**config.mk**
```make
export PLATFORM = sky130hd
export DESIGN_NAME = controlUnit
export DESIGN_NICKNAME = d
export VERILOG_FILES = /design/src/hw/decodePkg.sv /design/src/hw/aluOpDecoder.sv /design/src/hw/mainDecoder.sv /design/src/hw/pcFaultCheck.sv /design/src/hw/controlUnit.sv
export SDC_FILE = /design/constraint.sdc
export NUM_CORES = 1
export LEC_CHECK = 0
export BUFFER_PORTS_ARGS = -buffer_cell sky130_fd_sc_hd__buf_2
export CAP_MARGIN = 20
export CELL_PAD_IN_SITES_DETAIL_PLACEMENT = 1
export CELL_PAD_IN_SITES_GLOBAL_PLACEMENT = 2
export CORE_MARGIN = 2
export CORE_UTILIZATION = 20
export DETAILED_ROUTE_END_ITERATION = 7
export HOLD_SLACK_MARGIN = 0.1
export MAX_ROUTING_LAYER = met4
export PLACE_DENSITY = 0.87
export SYNTH_ARGS = -nofsm -noshare
export SYNTH_HDL_FRONTEND = slang
export SYNTH_SLANG_ARGS = --single-unit
```
**constraint.sdc**
```tcl
create_clock -name clk -period 2 [get_ports clk]
set_clock_uncertainty 0.2 [all_clocks]
set_input_delay 0.1 -clock clk [delete_from_list [all_inputs] [get_ports clk]]
set_output_delay 0.1 -clock clk [all_outputs]
set_load 0.1 [all_outputs]
```
**src/hw/decodePkg.sv**
```systemverilog
package decodePkg;

	localparam int xLen = 32; // Instruction and address width

	// Major opcodes of the RV32IM integer classes
	typedef enum logic [6:0]
	{
		opcLoad   = 7'b0000011,
		opcOpImm  = 7'b0010011,
		opcAuipc  = 7'b0010111,
		opcStore  = 7'b0100011,
		opcRType  = 7'b0110011,
		opcLui    = 7'b0110111,
		opcBranch = 7'b1100011,
		opcJalr   = 7'b1100111,
		opcJal    = 7'b1101111
	} opcodeT;

	// ALU operations, opNull marks an illegal instruction or a reset value
	typedef enum logic [4:0]
	{
		opAdd,
		opSub,
		opSll,
		opSlt,
		opSltu,
		opXor,
		opSrl,
		opSra,
		opOr,
		opAnd,
		opLui,
		opMul,
		opMulh,
		opMulhsu,
		opMulhu,
		opDiv,
		opDivu,
		opRem,
		opRemu,
		opNull
	} aluOpT;

	// Integer funct3 codes
	localparam logic [2:0] funct3Add  = 3'd0; // Also SUB
	localparam logic [2:0] funct3Sll  = 3'd1;
	localparam logic [2:0] funct3Slt  = 3'd2;
	localparam logic [2:0] funct3Sltu = 3'd3;
	localparam logic [2:0] funct3Xor  = 3'd4;
	localparam logic [2:0] funct3Srl  = 3'd5; // Also SRA
	localparam logic [2:0] funct3Or   = 3'd6;
	localparam logic [2:0] funct3And  = 3'd7;

	// M-extension funct3 codes
	localparam logic [2:0] funct3Mul    = 3'd0;
	localparam logic [2:0] funct3Mulh   = 3'd1;
	localparam logic [2:0] funct3Mulhsu = 3'd2;
	localparam logic [2:0] funct3Mulhu  = 3'd3;
	localparam logic [2:0] funct3Div    = 3'd4;
	localparam logic [2:0] funct3Divu   = 3'd5;
	localparam logic [2:0] funct3Rem    = 3'd6;
	localparam logic [2:0] funct3Remu   = 3'd7;

	// funct7 codes
	localparam logic [6:0] funct7Base   = 7'b0000000;
	localparam logic [6:0] funct7Alt    = 7'b0100000; // SUB and SRA
	localparam logic [6:0] funct7MulDiv = 7'b0000001;

	// Write-back source
	typedef enum logic [1:0]
	{
		wbAlu     = 2'b00,
		wbPcPlus4 = 2'b01,
		wbMem     = 2'b10
	} mem2RegT;

	// Next-PC source
	typedef enum logic [1:0]
	{
		pcNext   = 2'b00,
		pcBranch = 2'b01,
		pcJal    = 2'b10,
		pcJalr   = 2'b11
	} pcSrcT;

	// Fetch address fault
	typedef enum logic [1:0]
	{
		faultNone       = 2'b00,
		faultMisaligned = 2'b01,
		faultOutOfText  = 2'b10
	} pcFaultT;

	// Text segment, both bounds inclusive
	localparam logic [xLen-1:0] textBegin = 32'h0040_0000;
	localparam logic [xLen-1:0] textEnd   = 32'h0040_fffc;

endpackage

```
**src/hw/aluOpDecoder.sv**
```systemverilog
`timescale 1ns/1ps

module aluOpDecoder
	import decodePkg::*;
(
	input  logic [2:0] funct3,
	input  logic [6:0] funct7,
	input  logic       isImm,
	output aluOpT      aluOp,
	output logic       aluLegal
);

	logic  altSel; // funct7 selects SUB or SRA
	aluOpT baseOp;
	aluOpT mulDivOp;

	assign altSel = (funct7 == funct7Alt);

	// Base integer operation from funct3
	always_comb
	begin
		case (funct3)
			funct3Add:  baseOp = (altSel && !isImm) ? opSub : opAdd; // No SUBI
			funct3Sll:  baseOp = opSll;
			funct3Slt:  baseOp = opSlt;
			funct3Sltu: baseOp = opSltu;
			funct3Xor:  baseOp = opXor;
			funct3Srl:  baseOp = altSel ? opSra : opSrl; // SRAI shares the encoding
			funct3Or:   baseOp = opOr;
			funct3And:  baseOp = opAnd;
			default:    baseOp = opNull;
		endcase
	end

	// M extension
	always_comb
	begin
		case (funct3)
			funct3Mul:    mulDivOp = opMul;
			funct3Mulh:   mulDivOp = opMulh;
			funct3Mulhsu: mulDivOp = opMulhsu;
			funct3Mulhu:  mulDivOp = opMulhu;
			funct3Div:    mulDivOp = opDiv;
			funct3Divu:   mulDivOp = opDivu;
			funct3Rem:    mulDivOp = opRem;
			funct3Remu:   mulDivOp = opRemu;
			default:      mulDivOp = opNull;
		endcase
	end

	// Alt with a funct3 other than ADD or SRL falls through to the plain op
	always_comb
	begin
		aluLegal = 1'b1;
		if (isImm)
			aluOp = baseOp; // funct7 is immediate bits here
		else
		begin
			case (funct7)
				funct7Base,
				funct7Alt:    aluOp = baseOp;
				funct7MulDiv: aluOp = mulDivOp;
				default:
				begin
					aluOp    = opNull;
					aluLegal = 1'b0; // Unknown R-type funct7
				end
			endcase
		end
	end

endmodule

```
**src/hw/mainDecoder.sv**
```systemverilog
`timescale 1ns/1ps

module mainDecoder
	import decodePkg::*;
(
	input  logic [xLen-1:0] instr,
	output logic            origAluA,
	output logic            origAluB,
	output logic            regWrite,
	output logic            memWrite,
	output logic            memRead,
	output mem2RegT         mem2Reg,
	output pcSrcT           pcSrc,
	output aluOpT           aluOp
);

	opcodeT     opcode;
	logic [2:0] funct3;
	logic [6:0] funct7;
	logic       isImm;
	aluOpT      fieldOp;  // From the function fields
	logic       aluLegal;

	assign opcode = opcodeT'(instr[6:0]);
	assign funct3 = instr[14:12];
	assign funct7 = instr[31:25];
	assign isImm  = (opcode == opcOpImm);

	aluOpDecoder u_aluOpDecoder
	(
		.funct3   (funct3),
		.funct7   (funct7),
		.isImm    (isImm),
		.aluOp    (fieldOp),
		.aluLegal (aluLegal)
	);

	always_comb
	begin
		// Illegal word unless a class below claims the opcode
		origAluA = 1'b0;
		origAluB = 1'b0;
		regWrite = 1'b0;
		memWrite = 1'b0;
		memRead  = 1'b0;
		mem2Reg  = wbAlu;
		pcSrc    = pcNext;
		aluOp    = opNull;

		case (opcode)
			opcLoad:
			begin
				origAluB = 1'b1;
				regWrite = 1'b1;
				memRead  = 1'b1;
				aluOp    = opAdd; // Base plus offset
				mem2Reg  = wbMem;
			end
			opcOpImm,
			opcRType:
			begin
				if (aluLegal)
				begin
					origAluB = isImm; // Immediate only for OP-IMM
					regWrite = 1'b1;
					aluOp    = fieldOp;
				end
			end
			opcAuipc:
			begin
				origAluA = 1'b1; // PC as operand A
				origAluB = 1'b1;
				regWrite = 1'b1;
				aluOp    = opAdd;
			end
			opcStore:
			begin
				origAluB = 1'b1;
				memWrite = 1'b1;
				aluOp    = opAdd;
			end
			opcLui:
			begin
				origAluB = 1'b1;
				regWrite = 1'b1;
				aluOp    = opLui;
			end
			opcBranch:
			begin
				aluOp = opAdd;
				pcSrc = pcBranch;
			end
			opcJalr:
			begin
				regWrite = 1'b1;
				aluOp    = opAdd;
				mem2Reg  = wbPcPlus4; // Link address
				pcSrc    = pcJalr;
			end
			opcJal:
			begin
				regWrite = 1'b1;
				aluOp    = opAdd;
				mem2Reg  = wbPcPlus4;
				pcSrc    = pcJal;
			end
			default:
			begin
				aluOp = opNull; // Unknown opcode
			end
		endcase
	end

endmodule

```
**src/hw/pcFaultCheck.sv**
```systemverilog
`timescale 1ns/1ps

module pcFaultCheck
	import decodePkg::*;
(
	input  logic [xLen-1:0] pc,
	output pcFaultT         pcFault,
	output logic            csrWriteData
);

	logic misaligned;
	logic outOfText;

	assign misaligned = (pc[1:0] != 2'b00);
	assign outOfText  = (pc < textBegin) || (pc > textEnd); // Bounds inclusive

	// Alignment wins over the segment check
	always_comb
	begin
		if (misaligned)
			pcFault = faultMisaligned;
		else if (outOfText)
			pcFault = faultOutOfText;
		else
			pcFault = faultNone;
	end

	assign csrWriteData = (pcFault != faultNone); // Request trap CSR update

endmodule

```
**src/hw/controlUnit.sv**
```systemverilog
`timescale 1ns/1ps

module controlUnit
	import decodePkg::*;
(
	input  logic            clk,
	input  logic            rst,
	input  logic            instrValid,
	input  logic [xLen-1:0] instr,
	input  logic [xLen-1:0] pc,
	output logic            ctrlValid,
	output logic            origAluA,
	output logic            origAluB,
	output logic            regWrite,
	output logic            memWrite,
	output logic            memRead,
	output mem2RegT         mem2Reg,
	output pcSrcT           pcSrc,
	output aluOpT           aluOp,
	output pcFaultT         pcFault,
	output logic            csrWriteData
);

	// Combinational control word
	logic    decAluA;
	logic    decAluB;
	logic    decRegWrite;
	logic    decMemWrite;
	logic    decMemRead;
	mem2RegT decMem2Reg;
	pcSrcT   decPcSrc;
	aluOpT   decAluOp;
	pcFaultT decPcFault;
	logic    decCsrWrite;

	mainDecoder u_mainDecoder
	(
		.instr    (instr),
		.origAluA (decAluA),
		.origAluB (decAluB),
		.regWrite (decRegWrite),
		.memWrite (decMemWrite),
		.memRead  (decMemRead),
		.mem2Reg  (decMem2Reg),
		.pcSrc    (decPcSrc),
		.aluOp    (decAluOp)
	);

	pcFaultCheck u_pcFaultCheck
	(
		.pc           (pc),
		.pcFault      (decPcFault),
		.csrWriteData (decCsrWrite)
	);

	// Decode pipeline register, one result per cycle
	always_ff @(posedge clk)
	begin
		if (rst)
		begin
			ctrlValid    <= 1'b0;
			origAluA     <= 1'b0;
			origAluB     <= 1'b0;
			regWrite     <= 1'b0;
			memWrite     <= 1'b0;
			memRead      <= 1'b0;
			mem2Reg      <= wbAlu;
			pcSrc        <= pcNext;
			aluOp        <= opNull;
			pcFault      <= faultNone;
			csrWriteData <= 1'b0;
		end
		else if (instrValid)
		begin
			ctrlValid    <= 1'b1;
			origAluA     <= decAluA;
			origAluB     <= decAluB;
			regWrite     <= decRegWrite;
			memWrite     <= decMemWrite;
			memRead      <= decMemRead;
			mem2Reg      <= decMem2Reg;
			pcSrc        <= decPcSrc;
			aluOp        <= decAluOp;
			pcFault      <= decPcFault;
			csrWriteData <= decCsrWrite;
		end
		else
		begin
			// Bubble: kill side effects, operand selects and aluOp hold
			ctrlValid    <= 1'b0;
			regWrite     <= 1'b0;
			memWrite     <= 1'b0;
			memRead      <= 1'b0;
			pcSrc        <= pcNext;
			pcFault      <= faultNone;
			csrWriteData <= 1'b0;
		end
	end

endmodule

```
Word-level counts from Yosys, hierarchy flattened
Memory sizes are Yosys's and may differ from the RTL's.
Cells that the tools add are included.
{"block": "totals", "register_bits": 18, "latchBits": 0, "ram_bits": 0, "mem_bits_ro": 40, "inputBits": 67, "output_inout_bits": 18, "mem_count": 1}
{"name": "(no name shown)", "depth": 8, "width": 5, "rd": 1, "rd_ports_with_merged_regs": 0, "wr": 0, "line_no": "aluOpDecoder.sv:38", "source": "case (funct3)"}
{"block": "classes", "add_sub_neg": 0, "n_mul": 0, "div_mod_pow": 0, "order_cmp": 2, "n_eq_ne": 18, "shift": 0, "mux": 21, "n_bitwise": 1, "reduce_logical": 15}
{"cell": "$pmux 5 s8", "count": 1}
{"cell": "$gt 32x23->1 const B", "count": 1}
{"cell": "$lt 32x23->1 const B", "count": 1}
{"cell": "$eq 7x6->1 const B", "count": 4}
{"cell": "$eq 7x7->1 const B", "count": 3}
{"cell": "$pmux 5 s3", "count": 1}
{"cell": "$eq 7x5->1 const B", "count": 2}
{"cell": "$eq 3x3->1 const B", "count": 4}
{"cell": "$mux 1", "count": 10}
{"cell": "$mux 5", "count": 2}
{"cell": "$pmux 5 s2", "count": 1}
{"cell": "$reduce_or 2->1", "count": 4}
{"cell": "$eq 7x1->1 const B", "count": 1}
{"cell": "$eq 7x2->1 const B", "count": 1}
{"cell": "$logic_not 7->1", "count": 1}
{"cell": "$eq 3x2->1 const B", "count": 2}
{"cell": "$pmux 2 s3", "count": 1}
{"cell": "$reduce_or 6->1", "count": 1}
{"cell": "$reduce_or 5->1", "count": 1}
{"cell": "$mux 2", "count": 2}
{"cell": "$pmux 1 s2", "count": 2}
{"cell": "$pmux 2 s2", "count": 1}
{"cell": "$reduce_bool 2->1", "count": 2}
{"cell": "$reduce_or 4->1", "count": 1}
{"cell": "other kinds (7)", "count": 7}

Longest topological paths before layout
Gate-level depths: netlist of the first run.
{"block": "depth", "ltp_word": 9, "ltp_mapped": 7, "ltp_nobuf": 7}

Cells and area by module
A second synthesis of the first run with hierarchy kept.
{"block": "unflattened", "hier_cells": 148, "hier_area_um2": 1277.5}
{"module": "controlUnit", "instances": 1, "cells_per_inst": 48, "area_per_inst_um2": 581.8, "seq_area_each_um2": 360.3}
{"module": "aluOpDecoder", "instances": 1, "cells_per_inst": 48, "area_per_inst_um2": 309.0, "seq_area_each_um2": 0.0}
{"module": "mainDecoder", "instances": 1, "cells_per_inst": 43, "area_per_inst_um2": 307.8, "seq_area_each_um2": 0.0}
{"module": "pcFaultCheck", "instances": 1, "cells_per_inst": 9, "area_per_inst_um2": 78.8, "seq_area_each_um2": 0.0}

Worst setup path after synthesis of the first run
Ideal clock, no wire load.
{"block": "synth_timing", "path_type": "input to register", "startpoint": "input port instr[4]", "endpoint": "register aluOp[3]", "t_arrival_ns": 1.232, "required_time_ns": 1.731, "path_slack_ns": 0.499, "cell_stages": 6, "path_cell_list": "buf_6 -> nand2b_4 -> a211o_1 -> a311oi_4 -> a32oi_1 -> o21ai_1"}
{"block": "synth_via", "elab_chain_cells": 4}
{"item": "from (decl)", "line_no": "controlUnit.sv:9", "source": "input logic [xLen-1:0] instr,"}
{"item": "$eq 7x5->1", "line_no": "mainDecoder.sv:27, mainDecoder.sv:50"}
{"item": "$mux 5 or $mux 1 (tied branches)", "line_no": "aluOpDecoder.sv:55", "source": "if (isImm)"}
{"item": "$mux 5", "line_no": "mainDecoder.sv:62", "source": "if (aluLegal)"}
{"item": "$pmux 5 s3 *", "line_no": "mainDecoder.sv:50", "source": "case (opcode)"}
{"item": "to (signal assigned)", "line_no": "controlUnit.sv:69", "source": "aluOp <= opNull;"}
{"item": "to (signal assigned)", "line_no": "controlUnit.sv:83", "source": "aluOp <= decAluOp;"}
{"item": "to (decl)", "line_no": "controlUnit.sv:19", "source": "output aluOpT aluOp,"}
Mark *: on every way between the ends. The rest lies on a longest branch, timed or not.
A chain may end at the register's enable or synchronous reset.

Worst setup path in the final report of the first run
{"block": "layout_timing", "startpoint": "input port pc[23]", "endpoint": "register csrWriteData"}
{"block": "layout_via", "elab_chain_cells": 5}
{"item": "from (decl)", "line_no": "controlUnit.sv:10", "source": "input logic [xLen-1:0] pc,"}
{"item": "$lt 32x23->1 or $gt 32x23->1 (tied branches)", "line_no": "pcFaultCheck.sv:15", "source": "assign outOfText = (pc < textBegin) || (pc > textEnd);"}
{"item": "$logic_or 1x1->1 *", "line_no": "pcFaultCheck.sv:15"}
{"item": "$mux 2 *", "line_no": "pcFaultCheck.sv:22", "source": "else if (outOfText)"}
{"item": "$mux 2 *", "line_no": "pcFaultCheck.sv:20", "source": "if (misaligned)"}
{"item": "$reduce_bool 2->1 *", "line_no": "pcFaultCheck.sv:28", "source": "assign csrWriteData = (pcFault != faultNone);"}
{"item": "to (signal assigned)", "line_no": "controlUnit.sv:85", "source": "csrWriteData <= decCsrWrite;"}
{"item": "to (decl)", "line_no": "controlUnit.sv:21", "source": "output logic csrWriteData"}
Marked as above.

==> impl_metrics.py, run 1 <==
metrics = {
    "outcome": {
        "status": "finished clean",
    },
    "logic_synthesis": {
        "synthFlopType": "dfxtp_1",
        "synth_compound_area_share_pct": 20.4,
        "yosysTopAreaCellShare_pct": 32.9,
        "yosysWarnings": 0,
        "synth_area_mm2": 0.00110,
        "synthesis.nets": 200,
        "avgSynthCellArea_um2": 8.56,
        "ys_seq_area_share_pct": 32.9,
        "synthTopCellsByArea": "dfxtp_1 33%, ha_1 5.7%, a21oi_1 4.6%, nor4_1 4.0%, nor2_1 3.8%",
        "synth_cell_type_count": 43,
        "synth_edf_count": 0,
        "synth.ff_latch_count": 18,
        "netlist_instances": 128,
        "synthMuxAreaShare_pct": 0.913,
        "synth_most_common_cell": "dfxtp_1",
        "synth_top_family_by_area": "simple AND/OR/NAND/NOR gates",
        "synth.top_cells.by_count": "18 x dfxtp_1, 11 x nor2_1, 10 x a21oi_1",
        "yosys.area_share.simple_pct": 32.5,
        "synth_xor_area_share_pct": 0,
        "yosysTopAreaCell": "dfxtp_1",
        "async_flop_share_pct": 0,
        "synth_adder_area_share_pct": 5.71,
    },
    "cts": {
        "clock_latency_ps": 250,
        "cts_setup_buffers": 0,
        "htreeDepth": 1,
        "clk_pin_slew_ps": 70,
        "cts_tree": "built",
        "cts_sinks": 18,
        "clockRootBuffer": "clkbuf_8",
        "numCtsBuffers": 3,
        "clock_path_buffers": 2,
    },
    "drt": {
        "dr.pass1.iters": 4,
        "met2_length_mm": 1.82,
        "wl_met3_um": 125,
        "top_layer_used": "met4",
        "ant_nets": 0,
        "routed_via_density": 4.65,
        "drcViolationCount": 0,
        "wl_met1_mm": 1.67,
        "finalWirelength_mm": 3.68,
        "dr.first_iter.drc_count": 74,
        "num_vias": 1236,
        "wl_per_cell_um": 13.8,
    },
    "floorplanning": {
        "io_pins": 85,
        "initial_core_util_pct": 21.1,
        "die_area_mm2": 0.00609,
        "die_height_um": 78.0,
        "num_rows": 26,
        "die_x_um": 78.0,
        "core_mm2": 0.00520,
    },
    "sta": {
        "period_needed_ps": 1940,
        "hold_viol": 0,
        "finalCritPeriodShare_pct": 96.9,
        "setup_tns_ps": 0,
        "whs_ps": 102,
        "slew_violations": 0,
        "fmax_mhz": 516,
        "tightest_slew_ps": 506,
        "slew_headroom_pct": 66.5,
        "grt_setup_unrepaired": "no",
        "finalSetupViolCount": 0,
    },
    "min_path": {
        "whs_path_depth": 3,
        "hp-class": "input port to flip-flop",
    },
    "grt": {
        "grt_pass1_vias": 1171,
        "grt_usage_pct": 12.1,
        "antenna_found_initial": 0,
        "grt_pass1_wl_mm": 5.80,
        "grt_max_degree": 13,
        "overflow": 0,
    },
    "power": {
        "p_leak_nw": 0.720,
        "p_per_area_mw_per_mm2": 527,
        "vdd_ir_drop_max_v": 0.000194,
    },
    "layout": {
        "final_cell_area_mm2": 0.00165,
        "drive_gt1_share_pct": 35.2,
        "final_cells": 266,
        "nFillCells": 653,
        "num_antenna_cells": 0,
        "fin_util_pct": 31.6,
        "area_growth_pct": 50.2,
        "final_net_count": 269,
    },
    "place": {
        "hpwlAfterDp_mm": 2.73,
        "place.gp.congestion": 0.759,
        "place_inst": 246,
        "io_buffers": 55,
        "placed_area_mm2": 0.00140,
    },
    "critical_path": {
        "crit_arrival_ps": 1870,
        "critPathKind": "input port to flip-flop",
        "ff2ff_path_depth": 2,
        "timing.critical_path.required_ps": 1940,
        "cp_max_fo": 2,
        "start_kind": "input port",
        "critPathCaptureType": "flip-flop",
    },
    "job": {
        "max-cap-violations": 0,
    },
}
[cells in the final DEF (no fill, tap or decap), drive strengths merged, types with 2 or more instances in the layout]
cell,Yosys,final
o221ai,2,2
nor4,7,7
inv,5,5
a32oi,2,2
nand4,2,2
and4,2,2
a31oi,3,3
buf,4,55
o21ai,3,3
nand2b,7,7
nand2,7,7
nor2,11,11
nor4b,3,3
clkbuf,4,5
dlygate4sd3,0,16
dfxtp,18,18
nor3,5,5
nor2b,4,4
o31ai,2,2
nand3,5,5
a21oi,10,10
ha,5,5
[registers in the layout, summed over array words and instances (netlist names)]
name / flops
mem2Reg: 2
origAluA: 1
memWrite: 1
pcSrc: 2
memRead: 1
origAluB: 1
pcFault: 2
regWrite: 1
ctrlValid: 1
csrWriteData: 1
aluOp: 5
[area by class of cell]
type                            instances  area, um2  area share [%]
Clock buffer                            4       55.1            3.34
Inverter                                5       18.8            1.14
Multi-Input combinational cell         97        679            41.3
Sequential cell                        18        360            21.9
Tap cell                               70       87.6            5.32
Timing Repair Buffer                   72        445            27.1
[power breakdown]
part / internal [mW] / switching [mW]
clock: 0.175 / 0.123
sequential: 0.364 / 0.00143
combinational: 0.0785 / 0.125
[metal layers]
layer  vias to the layer above  track usage, %
met4                         0            4.04
met2                        28            19.6
met3                         8            1.38
met1                       587            15.9
li1                        613               -
met5                         -               -
[per-stage QoR]
step	setup slack, ps	total power, mW
after floorplan	499	0.494
after global placement	286	0.548
after detailed placement	269	0.552
after CTS	32.7	0.868
after global routing	12.6	0.914
final	62.6	0.868
[cell families (layout without fill, tap and decap cells)]
group	Yosys count	after routing
AOI/OAI and AO/OA	31	31
and+or+nand+nor	60	60
adders and majority gates	5	5
DFF	18	18
buffers and inverters	13	81
muxes	1	1
[what timing repair did]
| action | in CTS | in global routing |
|---|---|---|
| hold endpoints to repair | 15 | 0 |
| hold buffers | 16 | 0 |
| resized for setup | 0 | 6 |
| setup endpoints to repair | 0 | 6 |
[final timing paths]
kind / from / endpoint / slack, ps
max reg2reg: aluOp[4] / aluOp[4] / 1120
min: instr[6] / pcSrc[1] / 100
min reg2reg: mem2Reg[1] / mem2Reg[1] / 250
max: pc[23] / csrWriteData / 60
[worst max-delay path, cell delays in order]
cell and delay [ps]:
dlygate4sd3_1 530, buf_2 120, nor4b_2 240, and4_1 250, dlygate4sd3_1 560, a21oi_1 80
(Power assumes the default switching activity.)
==> run 2: changes to the inputs <==
- RECOVER_POWER: unset -> 50
==> run 2 against run 1 <==
Combinational power barely moved. Wire length fell by 0.16%. Flip-flop and latch count did not move. Die area did not move. Count of clock-buffer cells in the layout did not move. Register-to-register slack barely moved. Critical path type unchanged. Largest cell class unchanged. Largest power group unchanged.
==> impl_metrics.py, run 2 (same netlist as run 1, synthesis figures left out) <==
metrics = {
    "grt": {
        "grt_max_degree": 13,
        "grt_pass1_vias": 1171,
        "overflow": 0,
        "grt_usage_pct": 12.1,
        "antenna_found_initial": 0,
        "grt_pass1_wl_mm": 5.80,
    },
    "floorplanning": {
        "num_rows": 26,
        "initial_core_util_pct": 21.1,
        "io_pins": 85,
        "core_mm2": 0.00520,
        "die_area_mm2": 0.00609,
        "die_x_um": 78.0,
        "die_height_um": 78.0,
    },
    "sta": {
        "setup_tns_ps": 0,
        "slew_violations": 0,
        "grt_setup_unrepaired": "no",
        "whs_ps": 102,
        "fmax_mhz": 516,
        "period_needed_ps": 1940,
        "finalCritPeriodShare_pct": 96.9,
        "finalSetupViolCount": 0,
        "hold_viol": 0,
        "tightest_slew_ps": 1190,
        "slew_headroom_pct": 20.9,
        "layout_setup_ws_ps": 61.6,
    },
    "cts": {
        "cts_tree": "built",
        "cts_sinks": 18,
        "clock_latency_ps": 250,
        "clock_path_buffers": 2,
        "htreeDepth": 1,
        "clk_pin_slew_ps": 70,
        "clockRootBuffer": "clkbuf_8",
        "numCtsBuffers": 3,
        "cts_setup_buffers": 0,
    },
    "layout": {
        "largest_reg_flops": 5,
        "drive_gt1_share_pct": 29.6,
        "final_common_cell": "buf_2",
        "top_register": "aluOp",
        "layout_common_cells": "38 x buf_2, 18 x dfxtp_1, 16 x dlygate4sd3_1, 11 x clkbuf_1",
        "final_net_count": 269,
        "final_cells": 266,
        "area_growth_pct": 49.0,
        "num_antenna_cells": 0,
    },
    "min_path": {
        "hp-class": "input port to flip-flop",
    },
    "drt": {
        "finalWirelength_mm": 3.67,
        "routed_via_density": 4.65,
        "num_vias": 1237,
        "ant_nets": 0,
        "drcViolationCount": 0,
        "wl_per_cell_um": 13.8,
        "dr.first_iter.drc_count": 77,
        "dr.pass1.iters": 4,
    },
    "power": {
        "vdd_ir_drop_max_v": 0.000194,
        "power_uw": 866,
        "p_leak_nw": 0.676,
        "p_per_area_mw_per_mm2": 530,
    },
    "place": {
        "io_buffers": 55,
        "place.gp.congestion": 0.759,
        "dp_slack_ps": 269,
        "hpwlAfterDp_mm": 2.73,
        "place_inst": 246,
    },
    "critical_path": {
        "timing.critical_path.required_ps": 1930,
        "start_kind": "input port",
        "critPathKind": "input port to flip-flop",
        "crit_arrival_ps": 1870,
        "critPathCaptureType": "flip-flop",
        "cp_max_fo": 2,
    },
    "outcome": {
        "status": "finished clean",
    },
    "job": {
        "max-cap-violations": 0,
    },
}
## run 2: cell types whose count changed in the layout (fill, tap and decap cells not counted), sizes merged
cell    before  now
clkbuf       5   21
buf         55   39
## run 2: final cells by class
class	count	area, um2
clock buffer	4	55.1
fill	658	3570
inverter	5	18.8
multi-input combinational	97	679
sequential	18	360
tap	70	87.6
timing repair buffer	72	432
## run 2: power by group
| group | internal [mW] | switching, mW | leakage, nW |
|---|---|---|---|
| clock | 0.175 | 0.123 | 0.0288 |
| combinational | 0.0773 | 0.125 | 0.501 |
| sequential | 0.364 | 0.00161 | 0.146 |
| total | 0.616 | 0.250 | 0.676 |
## run 2: routing by layer
layer  track usage [%]  vias to the layer above  wire length, um
met3              1.38                        8              127
li1                  -                      614                -
met4              4.04                        0               70
met1              15.9                      587             1660
met2              19.6                       28             1820
met5                 -                        -                0
## run 2: what timing repair did
item / in CTS / in global routing
gates resized for setup: 0 / 6
hold buffers: 16 / 0
setup endpoints to repair: 0 / 6
hold endpoints to repair: 15 / 0
## run 2: worst max-delay path, stage by stage
cell           delay (ps)
dlygate4sd3_1         530
buf_2                 120
nor4b_2               240
and4_1                250
dlygate4sd3_1         560
a21oi_1                80
## run 2: stage by stage
stage | util, % | area [um2]
floorplan | - | 1100
global placement | 26.9 | 1400
detailed placement | 26.9 | 1400
CTS | 31.1 | 1620
global route | 31.4 | 1630
finish | 31.4 | 1630
## run 2: worst paths after layout
kind,from,end,slack [ps],cells after the start
setup / recovery,pc[23],csrWriteData,60,6
hold / removal,instr[6],pcSrc[1],100,3
setup reg to reg,aluOp[4],aluOp[4],1120,2
hold reg to reg,aluOp[2],aluOp[2],260,2
